File: src/verilog/lsu_instr_pkg.sv
/*
  opcode and register-group encodings, unit-stride only
  element width does not change the bits moved, so the
  opcode only gives the direction
*/
`default_nettype none

package lsu_instr_pkg;

    typedef enum logic [3:0] {
        vle8  = 4'd1,
        vle16 = 4'd2,
        vle32 = 4'd3,
        vse8  = 4'd7,
        vse16 = 4'd8,
        vse32 = 4'd9
    } lsu_op_t;

    // unlisted codes behave as m1
    typedef enum logic [2:0] {
        m1 = 3'd0,
        m2 = 3'd1,
        m4 = 3'd2
    } lmul_t;

    typedef logic [2:0] beat_cnt_t;

    function automatic logic is_kept_op(lsu_op_t op);
        return op inside {vle8, vle16, vle32, vse8, vse16, vse32};
    endfunction

    function automatic logic is_store_op(lsu_op_t op);
        return op inside {vse8, vse16, vse32};
    endfunction

    function automatic beat_cnt_t lmul_beats(lmul_t lmul);
        case (lmul)
            m2:      return 3'd2;
            m4:      return 3'd4;
            default: return 3'd1;
        endcase
    endfunction

endpackage

`default_nettype wire

File: src/verilog/lsu_geom_pkg.sv
/*
  memory and vector geometry of the load/store unit
  banks are word-interleaved, one beat spans all banks
  READ_LATENCY must be at least 1
*/
`default_nettype none

package lsu_geom_pkg;

    localparam int NUM_BANKS    = 4;
    localparam int BANK_WIDTH   = 32;
    // bank word address, not byte address
    localparam int ADDR_WIDTH   = 16;
    localparam int MAX_BEATS    = 4;
    // one register is one beat
    localparam int VREG_BITS    = NUM_BANKS * BANK_WIDTH;
    // cycles from bank address to read data
    localparam int READ_LATENCY = 1;

endpackage

`default_nettype wire
File: src/verilog/vec_lsu.sv
/*
  unit-stride vector load/store unit over word-interleaved banks
  one command in flight, starts while busy are dropped
  bank read data must follow the address by READ_LATENCY cycles
*/
`timescale 1ns/1ps
`default_nettype none

module vec_lsu #(
    parameter int NUM_BANKS  = lsu_geom_pkg::NUM_BANKS,
    parameter int BANK_WIDTH = lsu_geom_pkg::BANK_WIDTH,
    parameter int ADDR_WIDTH = lsu_geom_pkg::ADDR_WIDTH,
    parameter int MAX_BEATS  = lsu_geom_pkg::MAX_BEATS
) (
    input  wire                                        clk,
    input  wire                                        nrst,
    input  wire                                        start,
    input  lsu_instr_pkg::lsu_op_t                     op,
    input  lsu_instr_pkg::lmul_t                       lmul,
    input  wire  [ADDR_WIDTH-1:0]                      base_addr,
    input  wire  [NUM_BANKS*BANK_WIDTH*MAX_BEATS-1:0]  store_data,
    output logic                                       busy,
    output logic                                       done,
    output logic [NUM_BANKS*BANK_WIDTH*MAX_BEATS-1:0]  load_data,
    output logic [NUM_BANKS-1:0][ADDR_WIDTH-1:0]       bank_addr,
    output logic [NUM_BANKS-1:0][BANK_WIDTH-1:0]       bank_wdata,
    output logic                                       bank_we,
    input  wire  [NUM_BANKS-1:0][BANK_WIDTH-1:0]       bank_rdata
);

    logic                      accept;
    logic                      is_store;
    lsu_instr_pkg::beat_cnt_t  num_beats;
    logic [ADDR_WIDTH-1:0]     base;
    logic                      beat_adv;
    logic                      rd_beat;

    vec_cmd_decode #(
        .ADDR_WIDTH (ADDR_WIDTH),
        .MAX_BEATS  (MAX_BEATS)
    ) u_decode (
        .clk       (clk),
        .nrst      (nrst),
        .start     (start),
        .op        (op),
        .lmul      (lmul),
        .base_addr (base_addr),
        .busy      (busy),
        .accept    (accept),
        .is_store  (is_store),
        .num_beats (num_beats),
        .base      (base)
    );

    vec_beat_sequencer #(
        .NUM_BANKS  (NUM_BANKS),
        .ADDR_WIDTH (ADDR_WIDTH),
        .MAX_BEATS  (MAX_BEATS)
    ) u_seq (
        .clk       (clk),
        .nrst      (nrst),
        .accept    (accept),
        .is_store  (is_store),
        .num_beats (num_beats),
        .base      (base),
        .busy      (busy),
        .beat_adv  (beat_adv),
        .rd_beat   (rd_beat),
        .bank_addr (bank_addr),
        .bank_we   (bank_we),
        .done      (done)
    );

    vec_store_slicer #(
        .NUM_BANKS  (NUM_BANKS),
        .BANK_WIDTH (BANK_WIDTH),
        .MAX_BEATS  (MAX_BEATS)
    ) u_store (
        .clk        (clk),
        .nrst       (nrst),
        .accept     (accept),
        .store_data (store_data),
        .beat_adv   (beat_adv),
        .bank_wdata (bank_wdata)
    );

    vec_load_packer #(
        .NUM_BANKS  (NUM_BANKS),
        .BANK_WIDTH (BANK_WIDTH),
        .MAX_BEATS  (MAX_BEATS)
    ) u_load (
        .clk        (clk),
        .nrst       (nrst),
        .accept     (accept),
        .rd_beat    (rd_beat),
        .bank_rdata (bank_rdata),
        .load_data  (load_data)
    );

endmodule

`default_nettype wire

File: src/verilog/vec_load_packer.sv
/*
  load side: read data is taken READ_LATENCY cycles after each
  load beat and packed into the vector, beat 0 at the low end
  words above the register group stay zero
  load_data holds until the next accept clears it
*/
`timescale 1ns/1ps
`default_nettype none

module vec_load_packer #(
    parameter int NUM_BANKS  = 4,
    parameter int BANK_WIDTH = 32,
    parameter int MAX_BEATS  = 4
) (
    input  wire                                        clk,
    input  wire                                        nrst,
    input  wire                                        accept,
    input  wire                                        rd_beat,
    input  wire  [NUM_BANKS-1:0][BANK_WIDTH-1:0]       bank_rdata,
    output logic [NUM_BANKS*BANK_WIDTH*MAX_BEATS-1:0]  load_data
);

    localparam int BEAT_BITS = NUM_BANKS * BANK_WIDTH;
    localparam int IDX_W     = (MAX_BEATS > 1) ? $clog2(MAX_BEATS) : 1;
    localparam int RL        = lsu_geom_pkg::READ_LATENCY;

    logic [RL-1:0]    rd_pipe;
    logic [IDX_W-1:0] beat_idx;
    logic             capture;

    // rd_beat aligned with the bank read data
    assign capture = rd_pipe[RL-1];

    always_ff @(posedge clk or negedge nrst) begin
        if (!nrst) begin
            rd_pipe   <= '0;
            beat_idx  <= '0;
            load_data <= '0;
        end else begin
            rd_pipe <= (rd_pipe << 1) | RL'(rd_beat);
            if (accept) begin
                load_data <= '0;
                beat_idx  <= '0;
            end else if (capture) begin
                load_data[beat_idx*BEAT_BITS +: BEAT_BITS] <= bank_rdata;
                beat_idx <= beat_idx + 1'b1;
            end
        end
    end

endmodule

`default_nettype wire

File: src/verilog/vec_store_slicer.sv
/*
  store side: the vector is taken from store_data in the start
  cycle and committed on accept, then one beat per active cycle
  goes out lowest beat first
  bank_wdata is zero while no command is loaded
*/
`timescale 1ns/1ps
`default_nettype none

module vec_store_slicer #(
    parameter int NUM_BANKS  = 4,
    parameter int BANK_WIDTH = 32,
    parameter int MAX_BEATS  = 4
) (
    input  wire                                      clk,
    input  wire                                      nrst,
    input  wire                                      accept,
    input  wire  [NUM_BANKS*BANK_WIDTH*MAX_BEATS-1:0] store_data,
    input  wire                                      beat_adv,
    output logic [NUM_BANKS-1:0][BANK_WIDTH-1:0]     bank_wdata
);

    localparam int BEAT_BITS = NUM_BANKS * BANK_WIDTH;
    localparam int VEC_BITS  = BEAT_BITS * MAX_BEATS;

    logic [VEC_BITS-1:0] vec_q;
    logic                armed;
    logic                adv_q;

    always_ff @(posedge clk or negedge nrst) begin
        if (!nrst) begin
            armed <= 1'b0;
            adv_q <= 1'b0;
        end else begin
            adv_q <= beat_adv;
            if (accept) begin
                armed <= 1'b1;
            end else if (adv_q && !beat_adv) begin
                armed <= 1'b0;
            end
        end
    end

    // idle cycles follow store_data, so the start cycle value is kept
    always_ff @(posedge clk) begin
        if (beat_adv) begin
            vec_q <= vec_q >> BEAT_BITS;
        end else if (!armed && !accept) begin
            vec_q <= store_data;
        end
    end

    always_comb begin
        for (int i = 0; i < NUM_BANKS; i++) begin
            bank_wdata[i] = armed ? vec_q[i*BANK_WIDTH +: BANK_WIDTH] : '0;
        end
    end

endmodule

`default_nettype wire

File: src/verilog/vec_beat_sequencer.sv
/*
  beat engine: one beat per cycle across all banks, starting
  the cycle after accept
  loads get a tail of READ_LATENCY cycles before done
  bank_addr reads zero whenever no beat is active
*/
`timescale 1ns/1ps
`default_nettype none

module vec_beat_sequencer #(
    parameter int NUM_BANKS  = 4,
    parameter int ADDR_WIDTH = 16,
    parameter int MAX_BEATS  = 4
) (
    input  wire                                      clk,
    input  wire                                      nrst,
    input  wire                                      accept,
    input  wire                                      is_store,
    input  lsu_instr_pkg::beat_cnt_t                 num_beats,
    input  wire  [ADDR_WIDTH-1:0]                    base,
    output logic                                     busy,
    output logic                                     beat_adv,
    output logic                                     rd_beat,
    output logic [NUM_BANKS-1:0][ADDR_WIDTH-1:0]     bank_addr,
    output logic                                     bank_we,
    output logic                                     done
);

    localparam int IDX_W = $clog2(MAX_BEATS) + 1;
    localparam int LAT_W = $clog2(lsu_geom_pkg::READ_LATENCY + 1);

    logic                      active;
    logic                      store_q;
    logic                      busy_q;
    lsu_instr_pkg::beat_cnt_t  num_q;
    logic [IDX_W-1:0]          beat_idx;
    logic [LAT_W-1:0]          tail;
    logic [ADDR_WIDTH-1:0]     run_addr;
    logic                      last_beat;

    assign last_beat = active && ((beat_idx + 1'b1) == IDX_W'(num_q));

    always_ff @(posedge clk or negedge nrst) begin
        if (!nrst) begin
            active   <= 1'b0;
            store_q  <= 1'b0;
            busy_q   <= 1'b0;
            num_q    <= lsu_instr_pkg::beat_cnt_t'(1);
            beat_idx <= '0;
            tail     <= '0;
            done     <= 1'b0;
        end else begin
            done <= 1'b0;
            if (accept) begin
                active   <= 1'b1;
                store_q  <= is_store;
                busy_q   <= 1'b1;
                num_q    <= num_beats;
                beat_idx <= '0;
                tail     <= '0;
            end else begin
                if (active) begin
                    beat_idx <= beat_idx + 1'b1;
                end
                if (last_beat) begin
                    active <= 1'b0;
                    if (store_q) begin
                        done <= 1'b1;
                    end else begin
                        tail <= LAT_W'(lsu_geom_pkg::READ_LATENCY);
                    end
                end
                // load tail, waiting for the last read data
                if (tail != '0) begin
                    tail <= tail - 1'b1;
                    if (tail == LAT_W'(1)) begin
                        done <= 1'b1;
                    end
                end
                if (done) begin
                    busy_q <= 1'b0;
                end
            end
        end
    end

    always_ff @(posedge clk) begin
        if (accept) begin
            run_addr <= base;
        end else if (active) begin
            run_addr <= run_addr + ADDR_WIDTH'(NUM_BANKS);
        end
    end

    // accept already counts as busy so a start in that cycle is dropped
    assign busy     = accept | busy_q;
    assign beat_adv = active;
    assign rd_beat  = active & ~store_q;
    assign bank_we  = active & store_q;

    always_comb begin
        for (int i = 0; i < NUM_BANKS; i++) begin
            bank_addr[i] = active ? run_addr + ADDR_WIDTH'(i) : '0;
        end
    end

endmodule

`default_nettype wire

File: src/verilog/vec_cmd_decode.sv
/*
  command intake: a start is taken only while idle and only
  for a unit-stride opcode, anything else is dropped silently
  accept pulses one cycle after the start
  beat count is clipped to MAX_BEATS
*/
`timescale 1ns/1ps
`default_nettype none

module vec_cmd_decode #(
    parameter int ADDR_WIDTH = 16,
    parameter int MAX_BEATS  = 4
) (
    input  wire                       clk,
    input  wire                       nrst,
    input  wire                       start,
    input  lsu_instr_pkg::lsu_op_t    op,
    input  lsu_instr_pkg::lmul_t      lmul,
    input  wire  [ADDR_WIDTH-1:0]     base_addr,
    input  wire                       busy,
    output logic                      accept,
    output logic                      is_store,
    output lsu_instr_pkg::beat_cnt_t  num_beats,
    output logic [ADDR_WIDTH-1:0]     base
);

    logic                      take;
    lsu_instr_pkg::beat_cnt_t  group_beats;

    assign take        = start && !busy && lsu_instr_pkg::is_kept_op(op);
    assign group_beats = lsu_instr_pkg::lmul_beats(lmul);

    always_ff @(posedge clk or negedge nrst) begin
        if (!nrst) begin
            accept    <= 1'b0;
            is_store  <= 1'b0;
            num_beats <= lsu_instr_pkg::beat_cnt_t'(1);
            base      <= '0;
        end else begin
            accept <= take;
            // fields hold until the next accepted command
            if (take) begin
                is_store <= lsu_instr_pkg::is_store_op(op);
                if (group_beats > MAX_BEATS) begin
                    num_beats <= lsu_instr_pkg::beat_cnt_t'(MAX_BEATS);
                end else begin
                    num_beats <= group_beats;
                end
                base <= base_addr;
            end
        end
    end

endmodule

`default_nettype wire

File: config.mk
export PLATFORM = sky130hd
export DESIGN_NAME = vec_lsu
export DESIGN_NICKNAME = d
export VERILOG_FILES = /design/src/verilog/lsu_instr_pkg.sv /design/src/verilog/lsu_geom_pkg.sv /design/src/verilog/vec_lsu.sv /design/src/verilog/vec_load_packer.sv /design/src/verilog/vec_store_slicer.sv /design/src/verilog/vec_beat_sequencer.sv /design/src/verilog/vec_cmd_decode.sv
export SDC_FILE = /design/constraint.sdc
export NUM_CORES = 1
export LEC_CHECK = 0
export ABC_AREA = 1
export BUFFER_PORTS_ARGS = -buffer_cell sky130_fd_sc_hd__buf_2
export CAP_MARGIN = 0
export CORE_AREA = 2 2 530 532
export DETAILED_ROUTE_END_ITERATION = 8
export DIE_AREA = 0 0 532 534
export GPL_TIMING_DRIVEN = 0
export PLACE_DENSITY = 0.33
export SLEW_MARGIN = 10
export SYNTH_ARGS = -nofsm -noshare
export SYNTH_HDL_FRONTEND = slang
export SYNTH_SLANG_ARGS = --single-unit
File: constraint.sdc
create_clock -name clk -period 12.9 [get_ports clk]
set_input_delay 1.935 -clock clk [delete_from_list [all_inputs] [get_ports clk]]
set_output_delay 1.935 -clock clk [all_outputs]
set_load 0.1 [all_outputs]
---- After elaboration in Yosys (flattened, before gate mapping) ----
Index checks and enable logic that the tools add are counted.
word-level totals
  bits of input ports ..................... 666
  register bits after elaboration ......... 1077
operators by class
  reductions and logical operators ........ 17
  equal/unequal tests ..................... 9
  shift-type cells ........................ 2
  order comparisons ....................... 1
  muxes and demuxes ....................... 35
  add/sub/neg operators ................... 8
  bitwise operators ....................... 4
operator list
  cell                                                                         count
  512-bit 2-to-1 mux                                                           2
  384-bit 2-to-1 mux                                                           2
  512-bit bitwise mux                                                          1
  128-bit by 34-bit variable shift with 512-bit output (first input constant)  1
  128-bit by 34-bit indexed part select with 512-bit output                    1
  32-bit 2-to-1 mux                                                            4
  16-bit 2-to-1 mux                                                            6
  9-bit negator with 34-bit output                                             1
  16-bit by 2-bit adder with 16-bit output (second input constant)             2
  16-bit by 1-bit adder with 16-bit output (second input constant)             1
  16-bit by 3-bit adder with 16-bit output (second input constant)             1
  1-bit 2-to-1 mux                                                             14
  2-bit nonzero test                                                           6
  3-bit 2-to-1 mux                                                             3
  4-bit by 2-bit == test with 1-bit output (second input constant)             2
  4-bit == test (second input constant)                                        2
  3-bit case mux with 2 select lines                                           1
  6-bit nonzero test                                                           1
  1-bit logical AND                                                            5
  4-bit by 1-bit == test with 1-bit output (second input constant)             1
  4-bit by 3-bit == test with 1-bit output (second input constant)             1
  1-bit logical NOT                                                            4
  2-bit 2-to-1 mux                                                             2
  3-bit by 1-bit adder with 3-bit output (second input constant)               1
  10 further kinds                                                             11

---- Logic depth before layout (Yosys ltp) ----
Gate-level depths: netlist (run 1).
  depth after elaboration ................. 6
  depth in mapped cells ................... 9
  mapped depth without buffers ............ 9

---- Hierarchy ----
Synthesis (run 1) repeated with hierarchy kept, for this count alone.
unflattened totals
  cell total of the unflattened synthesis .. 6421
  area total of the unflattened synthesis .. 50004.2 um2
by module, submodules not included
  module              area each (um2)  sequential area each (um2)  times used  cells each
  vec_load_packer     23777.8          12887.4                     1           3193
  vec_store_slicer    22744.3          14143.6                     1           2710
  vec_beat_sequencer  2560.0           757.0                       1           410
  vec_cmd_decode      922.1            526.8                       1           108

---- Worst setup path before layout (run 1) ----
No wires, ideal clock.
  kind .................................... register -> register
  from .................................... register u_seq.active, in the netlist u_seq.beat_adv
  to ...................................... register u_store.vec_q[0] (enable)
  clock period less this slack ............ 10.052 ns
  buffers on the path ..................... 2
  cell stages (with the launch flop) ...... 5
  slack ................................... 2.848 ns
  setup time .............................. 2.791 ns
  arrival time ............................ 7.261 ns
  cell sequence ........................... dfrtp_1 -> inv_1 -> clkbuf_1 -> clkbuf_1 -> nand2_1
on the way
  longest elaborated chain between the ends .. 1
ends and longest elaborated chain
  item                          RTL line                  text
  start, declared               vec_beat_sequencer.sv:32  logic active;
  start signal, assigned        vec_beat_sequencer.sv:45  active <= 1'b0;
  start signal, assigned        vec_beat_sequencer.sv:55  active <= 1'b1;
  start signal, assigned        vec_beat_sequencer.sv:66  active <= 1'b0;
  2-bit nonzero test (no line)  n/a
  end signal, assigned          vec_store_slicer.sv:47    vec_q <= vec_q >> BEAT_BITS;
  end signal, assigned          vec_store_slicer.sv:49    vec_q <= store_data;
  end, declared                 vec_store_slicer.sv:26    logic [VEC_BITS-1:0] vec_q;
Every way passes these cells.
A chain may end at the register's enable or synchronous reset.

---- Worst setup path after layout (run 1) ----
  from .................................... register u_decode.accept
  to ...................................... output busy
on the way
  longest elaborated chain between the ends .. 1
ends and longest elaborated chain
  item                    RTL line                  text
  start, declared         vec_cmd_decode.sv:21      output logic accept,
  start signal, assigned  vec_cmd_decode.sv:40      accept <= take;
  1-bit bitwise OR        vec_beat_sequencer.sv:96  assign busy = accept | busy_q;
  end, declared           vec_lsu.sv:22             output logic busy,
Every way passes these cells.

==> impl_metrics.yaml, run 1 <==
run_status:
  status: "complete, no violations"
setup_path:
  critPathLaunchType: "flop"
  path_max_fanout: 10
  cpMaxStageDelayCell: "buf_2"
  cp_top_family: "buffers and inverters"
  critPathKind: "reg -> out"
  worstPathRequired_ns: 10.97
  cp_num_buf_inv: 5
  end_kind: "primary output"
  path_cells: "inv_2 -> buf_2 -> buf_2 -> buf_2 -> nand2_1 -> buf_2"
  worst_path_largest_cell_delay_ns: 0.62
  cp.arrival_ns: 3.63
  crit_top_cell: "buf_2"
floorplan:
  die_h_um: 534
  dieArea_um2: 284100
  row_count: 194
  top_level_ports: 1373
  die_w_um: 532
  start_util_pct: 16.64
  core-area_um2: 278400
cts:
  cts_root_buffer: "clkbuf_16"
  cts_tree: "yes"
  cts_resized: 0
  ctsHoldBuffers: 0
  clkTransAtPathRegs_ns: 0.06
  cts_sinks: 1077
  post_cts_buffers: 0
  clk_latency_ns: 0.82
  htree_num_levels: 4
  cts_made_buffers: 146
  cts_max_path_buffers: 4
placed_design:
  place_hpwl_mm: 225.2
  gp_congestion: 0.9144
  portBuffers: 1372
  placed_cell_area_um2: 58400
worst_hold_path:
  hold_path_class: "reg -> reg"
pwr:
  p_total_uw: 19900
  powerDensity_nw_per_um2: 315.0
  vdd_drop_max_v: 0.0001330
  p_sw_uw: 10810
  p_int_uw: 9094
  switching_share_pct: 54.30
  p_leak_uw: 0.03201
  p_clk_share_pct: 20.5
  comb_power_share_pct: 49.8
  pwr-share-seq_pct: 29.6
timing:
  finalHoldViolCount: 0
  worst_slew_margin_rel_pct: 18.34
  finalSetupViolations: 0
  finalClockSkew_ns: 0.04358
  layout_min_cycle_time_ns: 5.562
  fin_crit_sh_pct: 43.11
  max_clock_freq_ghz: 0.1798
  rsz0062_at_grt: "false"
  drv_slew: 0
  tightest_slew_ns: 1.225
route:
  drt-total-wl_mm: 277.3
  vias: 43660
  drtAntennaViolNets: 0
  drt_iter0_drc: 3063
  dr.pass1.iters: 6
  wire_per_inst_um: 25.99
  via_per_inst: 4.092
  drc: 0
synthesis:
  synth.distinct_cells: 32
  synth_cells: 5252
  ys_seq_area_share_pct: 61.12
  synth_area_um2: 46330
  yosys_warnings: 0
  synthesis.nets: 5929
  avgSynthCellArea_um2: 8.821
  ys_ff_latch: 1077
global_routing:
  grt-ovfl-total: 0
  antenna_found_initial: 144
  grt_pass1_vias: 43810
  track_usage_pct: 18.84
  grt_max_degree: 94
  grt_first_pass_wirelength_mm: 374.7
final_layout:
  layout-drive-gt1-share_pct: 26.48
  layout_common_cells: "nand2_1 (2130), buf_2 (1448), dfrtp_1 (547), nand3_1 (418), edfxtp_1 (400)"
  stdcell_area_um2: 63170
  nNetsFinal: 7468
  final_common_cell: "nand2_1"
  synthToLayoutAreaGrowth_pct: 36.37
flow_run:
  cap_violations: 0
==> layout make-up <==
class / instances / area (um2)
Buffer: 366 / 1628
Tap cell: 3724 / 4659
Inverter: 261 / 979.7
Sequential cell: 1077 / 28310
Clock buffer: 203 / 4124
Multi-Input combinational cell: 3548 / 15440
Fill cell: 31250 / 215200
Antenna cell: 51 / 127.6
Timing Repair Buffer: 1391 / 7385
Clock inverter: 49 / 515.5
==> stage by stage <==
| stage | util (%) | cells | TNS [ns] | hold WS [ns] | setup slack, ns |
|---|---|---|---|---|---|
| after floorplan | - | 5252 | 0 | 0.3689 | 2.848 |
| after global placement | 20.78 | 10350 | -3580.97 | 0.4089 | -5.259 |
| after detailed placement | 20.98 | 10370 | 0 | 0.4217 | 7.973 |
| after CTS | 22.64 | 10620 | 0 | 0.4299 | 7.062 |
| after global routing | 22.66 | 10640 | 0 | 0.4541 | 7.020 |
| final | 22.69 | 10670 | 0 | 0.4290 | 7.338 |
==> worst reg2reg max path: stages, from the launching register on <==
cell and delay [ns]:
dfrtp_1 0.64, nor2_1 0.25, inv_1 0.16, buf_2 0.25
buf_1 0.81, nand2_4 0.67, buf_16 0.50, buf_16 0.29
buf_16 0.27
==> layer usage <==
layer  global-route usage (%)  vias up  part of all wire, %
met5                        0        -                 0.16
li1                         -    20180                    -
met4                    5.120       68                  2.7
met1                    25.12    21350                   44
met3                    5.988      383                  8.4
met2                    29.16     1682                   44
==> cell usage after synthesis <==
library cell,instances,area share [%]
nor2_1,381,3.1
xnor2_1,2,0.038
nor3_1,9,0.097
o21ai_1,43,0.46
nand4_1,8,0.11
dfxtp_1,128,5.5
dfrtp_1,547,30
edfxtp_1,400,26
nand2_1,2131,17
o31ai_1,128,2.1
and3_1,1,0.014
o21ai_2,100,1.9
nand3_1,418,4.5
buf_4,8,0.13
xor2_1,2,0.038
buf_1,39,0.32
a21oi_1,25,0.27
nor2_2,3,0.041
o21ai_0,281,3.0
nand3b_1,1,0.016
nor3b_1,1,0.016
buf_2,77,0.83
buf_6,13,0.32
a22oi_1,1,0.016
inv_1,258,2.1
a31oi_1,1,0.014
clkbuf_2,1,0.011
inv_2,3,0.024
clkbuf_1,228,1.8
dfstp_2,2,0.11
or3_1,1,0.014
ha_1,11,0.30
==> power groups by stage <==
stage	combinational, uW	sequential, uW	clock (uW)
3_3_place_gp	9920	6270	0
3_5_place_dp	10000	5940	0
5_1_grt	10500	6040	4370
2_1_floorplan	3600	9320	0
6_report	9920	5890	4090
4_1_cts	10100	5900	4250
==> logic make-up (layout without fill, tap and decap cells) <==
logic type	Yosys count	in the layout	share of synthesized area (%)
simple gates	2954	2954	25.17
buf+inv	627	2270	5.567
compound gates	579	579	7.765
xor+xnor	4	4	0.07564
fa+ha+maj	11	11	0.2971
other cells	0	51	0
flops	1077	1077	61.12
==> path summary, 6_finish.rpt <==
kind | start | slack [ns] | cells after the start | end
max | u_decode.accept | 7.34 | 6 | busy
min | u_store.adv_q | 0.43 | 1 | u_store.armed
max reg2reg | u_decode.accept | 8.71 | 8 | u_store.vec_q[217]
min reg2reg | u_store.adv_q | 0.43 | 1 | u_store.armed
max in group asynchronous | nrst | 9.65 | 5 | u_load.load_data[377]
min in group asynchronous | nrst | 1.03 | 1 | u_load.load_data[416]
==> flip-flops by register name (all words and copies together), names as in the netlist <==
| signal | cells |
|---|---|
| u_decode.num_beats | 3 |
| u_load.beat_idx | 2 |
| u_decode.accept | 1 |
| u_store.armed | 1 |
| u_load.capture | 1 |
| u_seq.num_q | 3 |
| u_seq.beat_adv | 1 |
| u_decode.is_store | 1 |
| u_store.adv_q | 1 |
| u_store.vec_q | 512 |
| u_decode.base | 16 |
| u_seq.busy_q | 1 |
| u_seq.run_addr | 16 |
| u_seq.beat_idx | 3 |
| u_seq.tail | 1 |
| u_load.load_data | 512 |
| u_seq.store_q | 1 |
| u_seq.done | 1 |
(Power assumes the default switching activity.)
==> inputs of run 2 (changes only) <==
Settings changed: PLACE_DENSITY 0.33 to 0.34.
Clock period 12.9 ns to 4.8 ns, I/O delays scaled along.
==> impl_metrics.yaml, run 2 (synthesis gave the netlist of run 1 again) <==
run_status:
  status: "complete, no violations"
worst_hold_path:
  min_from: "store_data[506]"
  hold_path_class: "in -> reg"
placed_design:
  placed_cell_area_um2: 58310
  place_hpwl_mm: 227.3
  gp_congestion: 0.8881
  portBuffers: 1372
final_layout:
  reg_top3: "u_load.load_data x512, u_store.vec_q x512"
  multiInputGateArea_um2: 15450
  regArea_um2: 28310
  fillers: 31260
  final_common_cell: "nand2_1"
  layout_common_cells: "nand2_1 (2130), buf_2 (1448), dfrtp_1 (547), nand3_1 (418), edfxtp_1 (400)"
  stdcell_area_um2: 63340
  nNetsFinal: 7473
  layout-drive-gt1-share_pct: 26.59
  synthToLayoutAreaGrowth_pct: 36.73
setup_path:
  r2r-start: "u_seq.beat_adv"
  critPathKind: "reg -> out"
  critPathLaunchType: "flop"
  path_max_fanout: 10
  cp_num_buf_inv: 1
  cp.arrival_ns: 3.91
  cp-startpoint: "u_seq.run_addr[2]"
  worstPathRequired_ns: 4.08
  end_kind: "primary output"
  cp_top_family: "simple AND/OR/NAND/NOR gates"
  crit_top_cell: "nand2_1"
  path_cells: "ha_1 -> nand2_1 -> nor2_1 -> nand2_1 -> nor2_1 -> nand2_1 -> a21oi_1 -> buf_2"
  cpMaxStageDelayCell: "edfxtp_1"
  worst_path_largest_cell_delay_ns: 0.66
timing:
  finalHoldViolCount: 0
  rsz0062_at_grt: "false"
  finalClockSkew_ns: 0.06839
  drv_slew: 0
  max_clock_freq_ghz: 0.2158
  fin_crit_sh_pct: 96.56
  finalSetupViolations: 0
  setup_tns_ns: 0
  tightest_slew_ns: 1.360
  worst_slew_margin_rel_pct: 9.358
  layout_min_cycle_time_ns: 4.635
global_routing:
  grt_first_pass_wirelength_mm: 377.2
  grt_max_degree: 97
  grt-ovfl-total: 0
  antenna_found_initial: 168
  track_usage_pct: 19.04
  grt_pass1_vias: 43880
flow_run:
  cap_violations: 0
cts:
  post_cts_buffers: 0
  cts_max_path_buffers: 4
  clkTransAtPathRegs_ns: 0.07
  cts_tree: "yes"
  htree_num_levels: 4
  cts_made_buffers: 146
  cts_root_buffer: "clkbuf_16"
  clk_latency_ns: 0.85
  cts_resized: 0
  cts_sinks: 1077
route:
  wire_per_inst_um: 26.19
  drtAntennaViolNets: 0
  drt_iter0_drc: 3157
  drc: 0
  via_per_inst: 4.098
  dr.pass1.iters: 5
  drt-total-wl_mm: 279.9
  vias: 43790
floorplan:
  dieArea_um2: 284100
  die_h_um: 534
  die_w_um: 532
  start_util_pct: 16.64
  row_count: 194
  core-area_um2: 278400
  top_level_ports: 1373
pwr:
  p_leak_uw: 0.03209
  powerDensity_nw_per_um2: 852.3
  vdd_drop_max_v: 0.0003750
-- run 2: worst paths after layout --
path / end / slack (ns) / cells after the start
worst max register to register: u_store.vec_q[356] / 0.59 / 7
worst min-delay path: u_store.vec_q[506] / 0.1 / 3
max in group asynchronous: u_load.load_data[58] / 2.86 / 4
worst max-delay path: bank_addr[58] / 0.17 / 8
worst min register to register: u_store.armed / 0.42 / 1
min in group asynchronous: u_load.load_data[365] / 0.46 / 2
-- run 2: final cells by class --
| cell class | instances | area share, % |
|---|---|---|
| clock inverters | 51 | 0.8948 |
| repair buffers | 1396 | 11.62 |
| flip-flops and latches | 1077 | 44.70 |
| diodes | 53 | 0.2094 |
| clock buffers | 210 | 6.710 |
| inverters | 261 | 1.547 |
| well taps | 3724 | 7.356 |
| plain buffers | 366 | 2.568 |
| multi-input cells | 3548 | 24.39 |
-- run 2: stage by stage --
| step | hold WS (ns) | total power [uW] | setup slack [ns] | cells | util [%] |
|---|---|---|---|---|---|
| floorplan | 0.3689 | 34340 | 0.5232 | 5252 | - |
| global route | 0.04901 | 56600 | 0.004356 | 10650 | 22.72 |
| detailed placement | 0.4103 | 43170 | 0.5716 | 10360 | 20.94 |
| CTS | 0.003488 | 54770 | 0.1858 | 10630 | 22.70 |
| finish | 0.09999 | 53990 | 0.1650 | 10690 | 22.75 |
| global placement | 0.4101 | 43220 | -9.879 | 10350 | 20.78 |
-- run 2: routing by layer --
layer / track usage [%] / share of wire (%)
met2: 29.49 / 44
met4: 4.260 / 2.5
met3: 6.170 / 8.2
met5: 0 / 0.20
met1: 25.66 / 45
-- run 2: where the power goes --
group          leakage, uW  internal, uW  total (uW)  switching [uW]
combinational       0.0170          3900       26800           22900
sequential          0.0128         14000       15900            1900
clock              0.00236          6660       11300            4620
-- run 2: repair_timing --
action	4_1_cts	5_1_grt
endpoints found under the hold margin	60	0
hold buffers	8	0
setup endpoints to repair	0	0
-- run 2: worst min-delay path, stage by stage --
cell    delay [ns]
buf_2         0.08
nor2_1        0.03
nor2_1        0.08
==> inputs of run 3 (changes only) <==
Settings changed: CORE_AREA 2 2 530 532 to 2 2 535 537, CTS_BUF_LIST from default to sky130_fd_sc_hd__clkbuf_8, DIE_AREA 0 0 532 534 to 0 0 537 539, PLACE_DENSITY 0.34 to 0.35, SYNTH_HIERARCHICAL from default to 1.
==> impl_metrics.yaml, run 3 <==
pwr:
  p_clk_share_pct: 17.8
  switching_share_pct: 55.55
  powerDensity_nw_per_um2: 775.5
  p_sw_uw: 31060
  p_int_uw: 24850
  p_leak_uw: 0.03981
  pwr-share-seq_pct: 28.1
  comb_power_share_pct: 54.1
  vdd_drop_max_v: 0.0006231
  p_total_uw: 55910
final_layout:
  fillers: 31860
  nNetsFinal: 9247
  fin_cells: 12560
  final_common_cell: "nand2_1"
  synthToLayoutAreaGrowth_pct: 44.17
  layout_common_cells: "nand2_1 (3516), buf_2 (1612), nor2_1 (575), dfrtp_1 (547), dlygate4sd3_1 (529)"
  reg_top3: "u_load/load_data x512, u_store/vec_q x512"
  layout-drive-gt1-share_pct: 23.62
timing:
  fin_crit_sh_pct: 90.36
  finalSetupViolations: 0
  rsz0062_at_grt: "false"
  layout_min_cycle_time_ns: 4.337
  worst_slew_margin_rel_pct: 36.53
  finalHoldViolCount: 0
  drv_slew: 0
  whs_ns: 0.1436
  finalClockSkew_ns: 0.1383
  tightest_slew_ns: 0.9521
  max_clock_freq_ghz: 0.2305
floorplan:
  die_h_um: 539
  start_util_pct: 17.61
  dieArea_um2: 289400
  die_w_um: 537
  row_count: 196
  top_level_ports: 1373
  core-area_um2: 284000
global_routing:
  grt-ovfl-total: 0
  antenna_found_initial: 126
  track_usage_pct: 19.13
  grt_first_pass_wirelength_mm: 391.7
  grt_max_degree: 98
  grt_pass1_vias: 51100
synthesis:
  avgSynthCellArea_um2: 7.788
  synth_common_cells: "nand2_1 (3516), nor2_1 (575), dfrtp_1 (547)"
  ys_top_cells_by_area: "dfrtp_1 (27%), nand2_1 (26%), edfxtp_1 (24%), dfxtp_1 (5.1%), nor2_1 (4.3%)"
  synth_cells: 6421
  synth_top_area_share_pct: 27.37
  ys_seq_area_share_pct: 56.62
  synth_enable_flop_cells: 400
  synth_area_um2: 50000
  async_flop_share_pct: 50.97
  yosysTopAreaCell: "dfrtp_1"
  synth_most_common_cell: "nand2_1"
  ys_ff_latch: 1077
  synthesis.nets: 7098
  yosys_warnings: 6
  synth.distinct_cells: 40
  synth_ff_type: "dfrtp_1"
setup_path:
  cp.arrival_ns: 3.62
  end_kind: "primary output"
  critPathKind: "reg -> out"
  worstPathRequired_ns: 4.08
  critPathLaunchType: "flop"
  path_max_fanout: 8
  r2r_cells: 11
cts:
  clk_latency_ns: 0.99
  clkTransAtPathRegs_ns: 0.06
  cts_root_buffer: "clkbuf_8"
  cts_resized: 0
  cts_tree: "yes"
  htree_num_levels: 4
  cts_sinks: 1077
  cts_made_buffers: 221
  cts_max_path_buffers: 4
  post_cts_buffers: 0
route:
  vias: 50050
  drt-total-wl_mm: 286.3
  dr.pass1.iters: 7
  wire_per_inst_um: 22.80
  via_per_inst: 3.986
  drc: 0
  drtAntennaViolNets: 0
  drt_iter0_drc: 3009
run_status:
  status: "complete, no violations"
placed_design:
  place_hpwl_mm: 231.0
  portBuffers: 1372
  gp_congestion: 0.8886
  dp.cells: 11580
worst_hold_path:
  hold_path_depth: 3
  hold_path_class: "in -> reg"
flow_run:
  cap_violations: 0
==> run 3: cell types whose count changed after synthesis, sizes merged, moves of 2 or more <==
cell    before   now
nand3      418    45
a21oi       25   276
buf        137   347
o21a         0     2
a211oi       0     3
o21ai      424    44
nand2     2131  3529
clkbuf     229    45
o31ai      128     1
inv        261   429
nor2       384   585
==> run 3: cell families after synthesis <==
| group | share of synthesized area [%] |
|---|---|
| xor+xnor | 0.07007 |
| compound gates | 3.363 |
| simple gates | 31.84 |
| fa+ha+maj | 0.2752 |
| buf+inv | 7.829 |
| flops | 56.62 |
==> run 3: through the flow <==
step           util, %  setup WS (ns)  cell area [um2]  setup TNS [ns]
2_1_floorplan        -         -2.478            50030         -951.69
3_3_place_gp     21.69         -10.66            61610        -8161.39
3_5_place_dp     21.91          1.194            62220               0
4_1_cts          25.34         0.3459            71960               0
5_1_grt          25.37         0.2172            72040               0
6_report         25.39         0.4625            72090               0
==> run 3: path summary, 6_finish.rpt <==
kind,from,end,slack (ns)
max,u_seq/run_addr[2],bank_addr[22],0.46
min,store_data[199],u_store/vec_q[199],0.14
max reg2reg,u_seq/beat_adv,u_store/vec_q[17],1.28
min reg2reg,u_decode/base[9],u_decode/base[9],0.47
max in group asynchronous,nrst,u_load/load_data[149],2.89
min in group asynchronous,nrst,u_decode/base[3],0.18
==> run 3: area by class of cell <==
type	count	area [um2]	area share [%]
antenna	53	132.6	0.1840
buffer	392	2312	3.207
clock buffer	263	3620	5.021
clock inverter	131	823.3	1.142
inverter	430	1619	2.246
multi-input combinational	4522	17790	24.67
sequential	1077	28310	39.28
tap	3762	4707	6.529
timing repair buffer	1926	12780	17.72
==> run 3: power groups by stage <==
| stage | clock network [uW] | registers [uW] | logic [uW] |
|---|---|---|---|
| floorplan | 0 | 24200 | 12700 |
| global placement | 0 | 16300 | 29800 |
| detailed placement | 0 | 15900 | 30200 |
| CTS | 10400 | 15700 | 30700 |
| global route | 10800 | 16100 | 32100 |
| finish | 9960 | 15700 | 30300 |
==> run 3: critical path, stage by stage, from the launching register on <==
cell and delay, ns:
edfxtp_1 0.71, ha_1 0.45, nand2_1 0.15, nor2_2 0.33
a21oi_1 0.11, a211oi_1 0.41, buf_2 0.52
==> run 3: layer usage <==
layer	wire length, um	vias to the layer above	GRT usage [%]
met2	144200	1760	34.57
met3	21440	505	5.154
met5	459	-	0
met4	11020	72	6.850
li1	-	23970	-
met1	109100	23750	21.28
==> run 3: what timing repair did <==
| item | in CTS | in global routing |
|---|---|---|
| hold endpoints to repair | 667 | 0 |
| hold buffers | 529 | 0 |
| endpoints found under the setup margin | 0 | 0 |
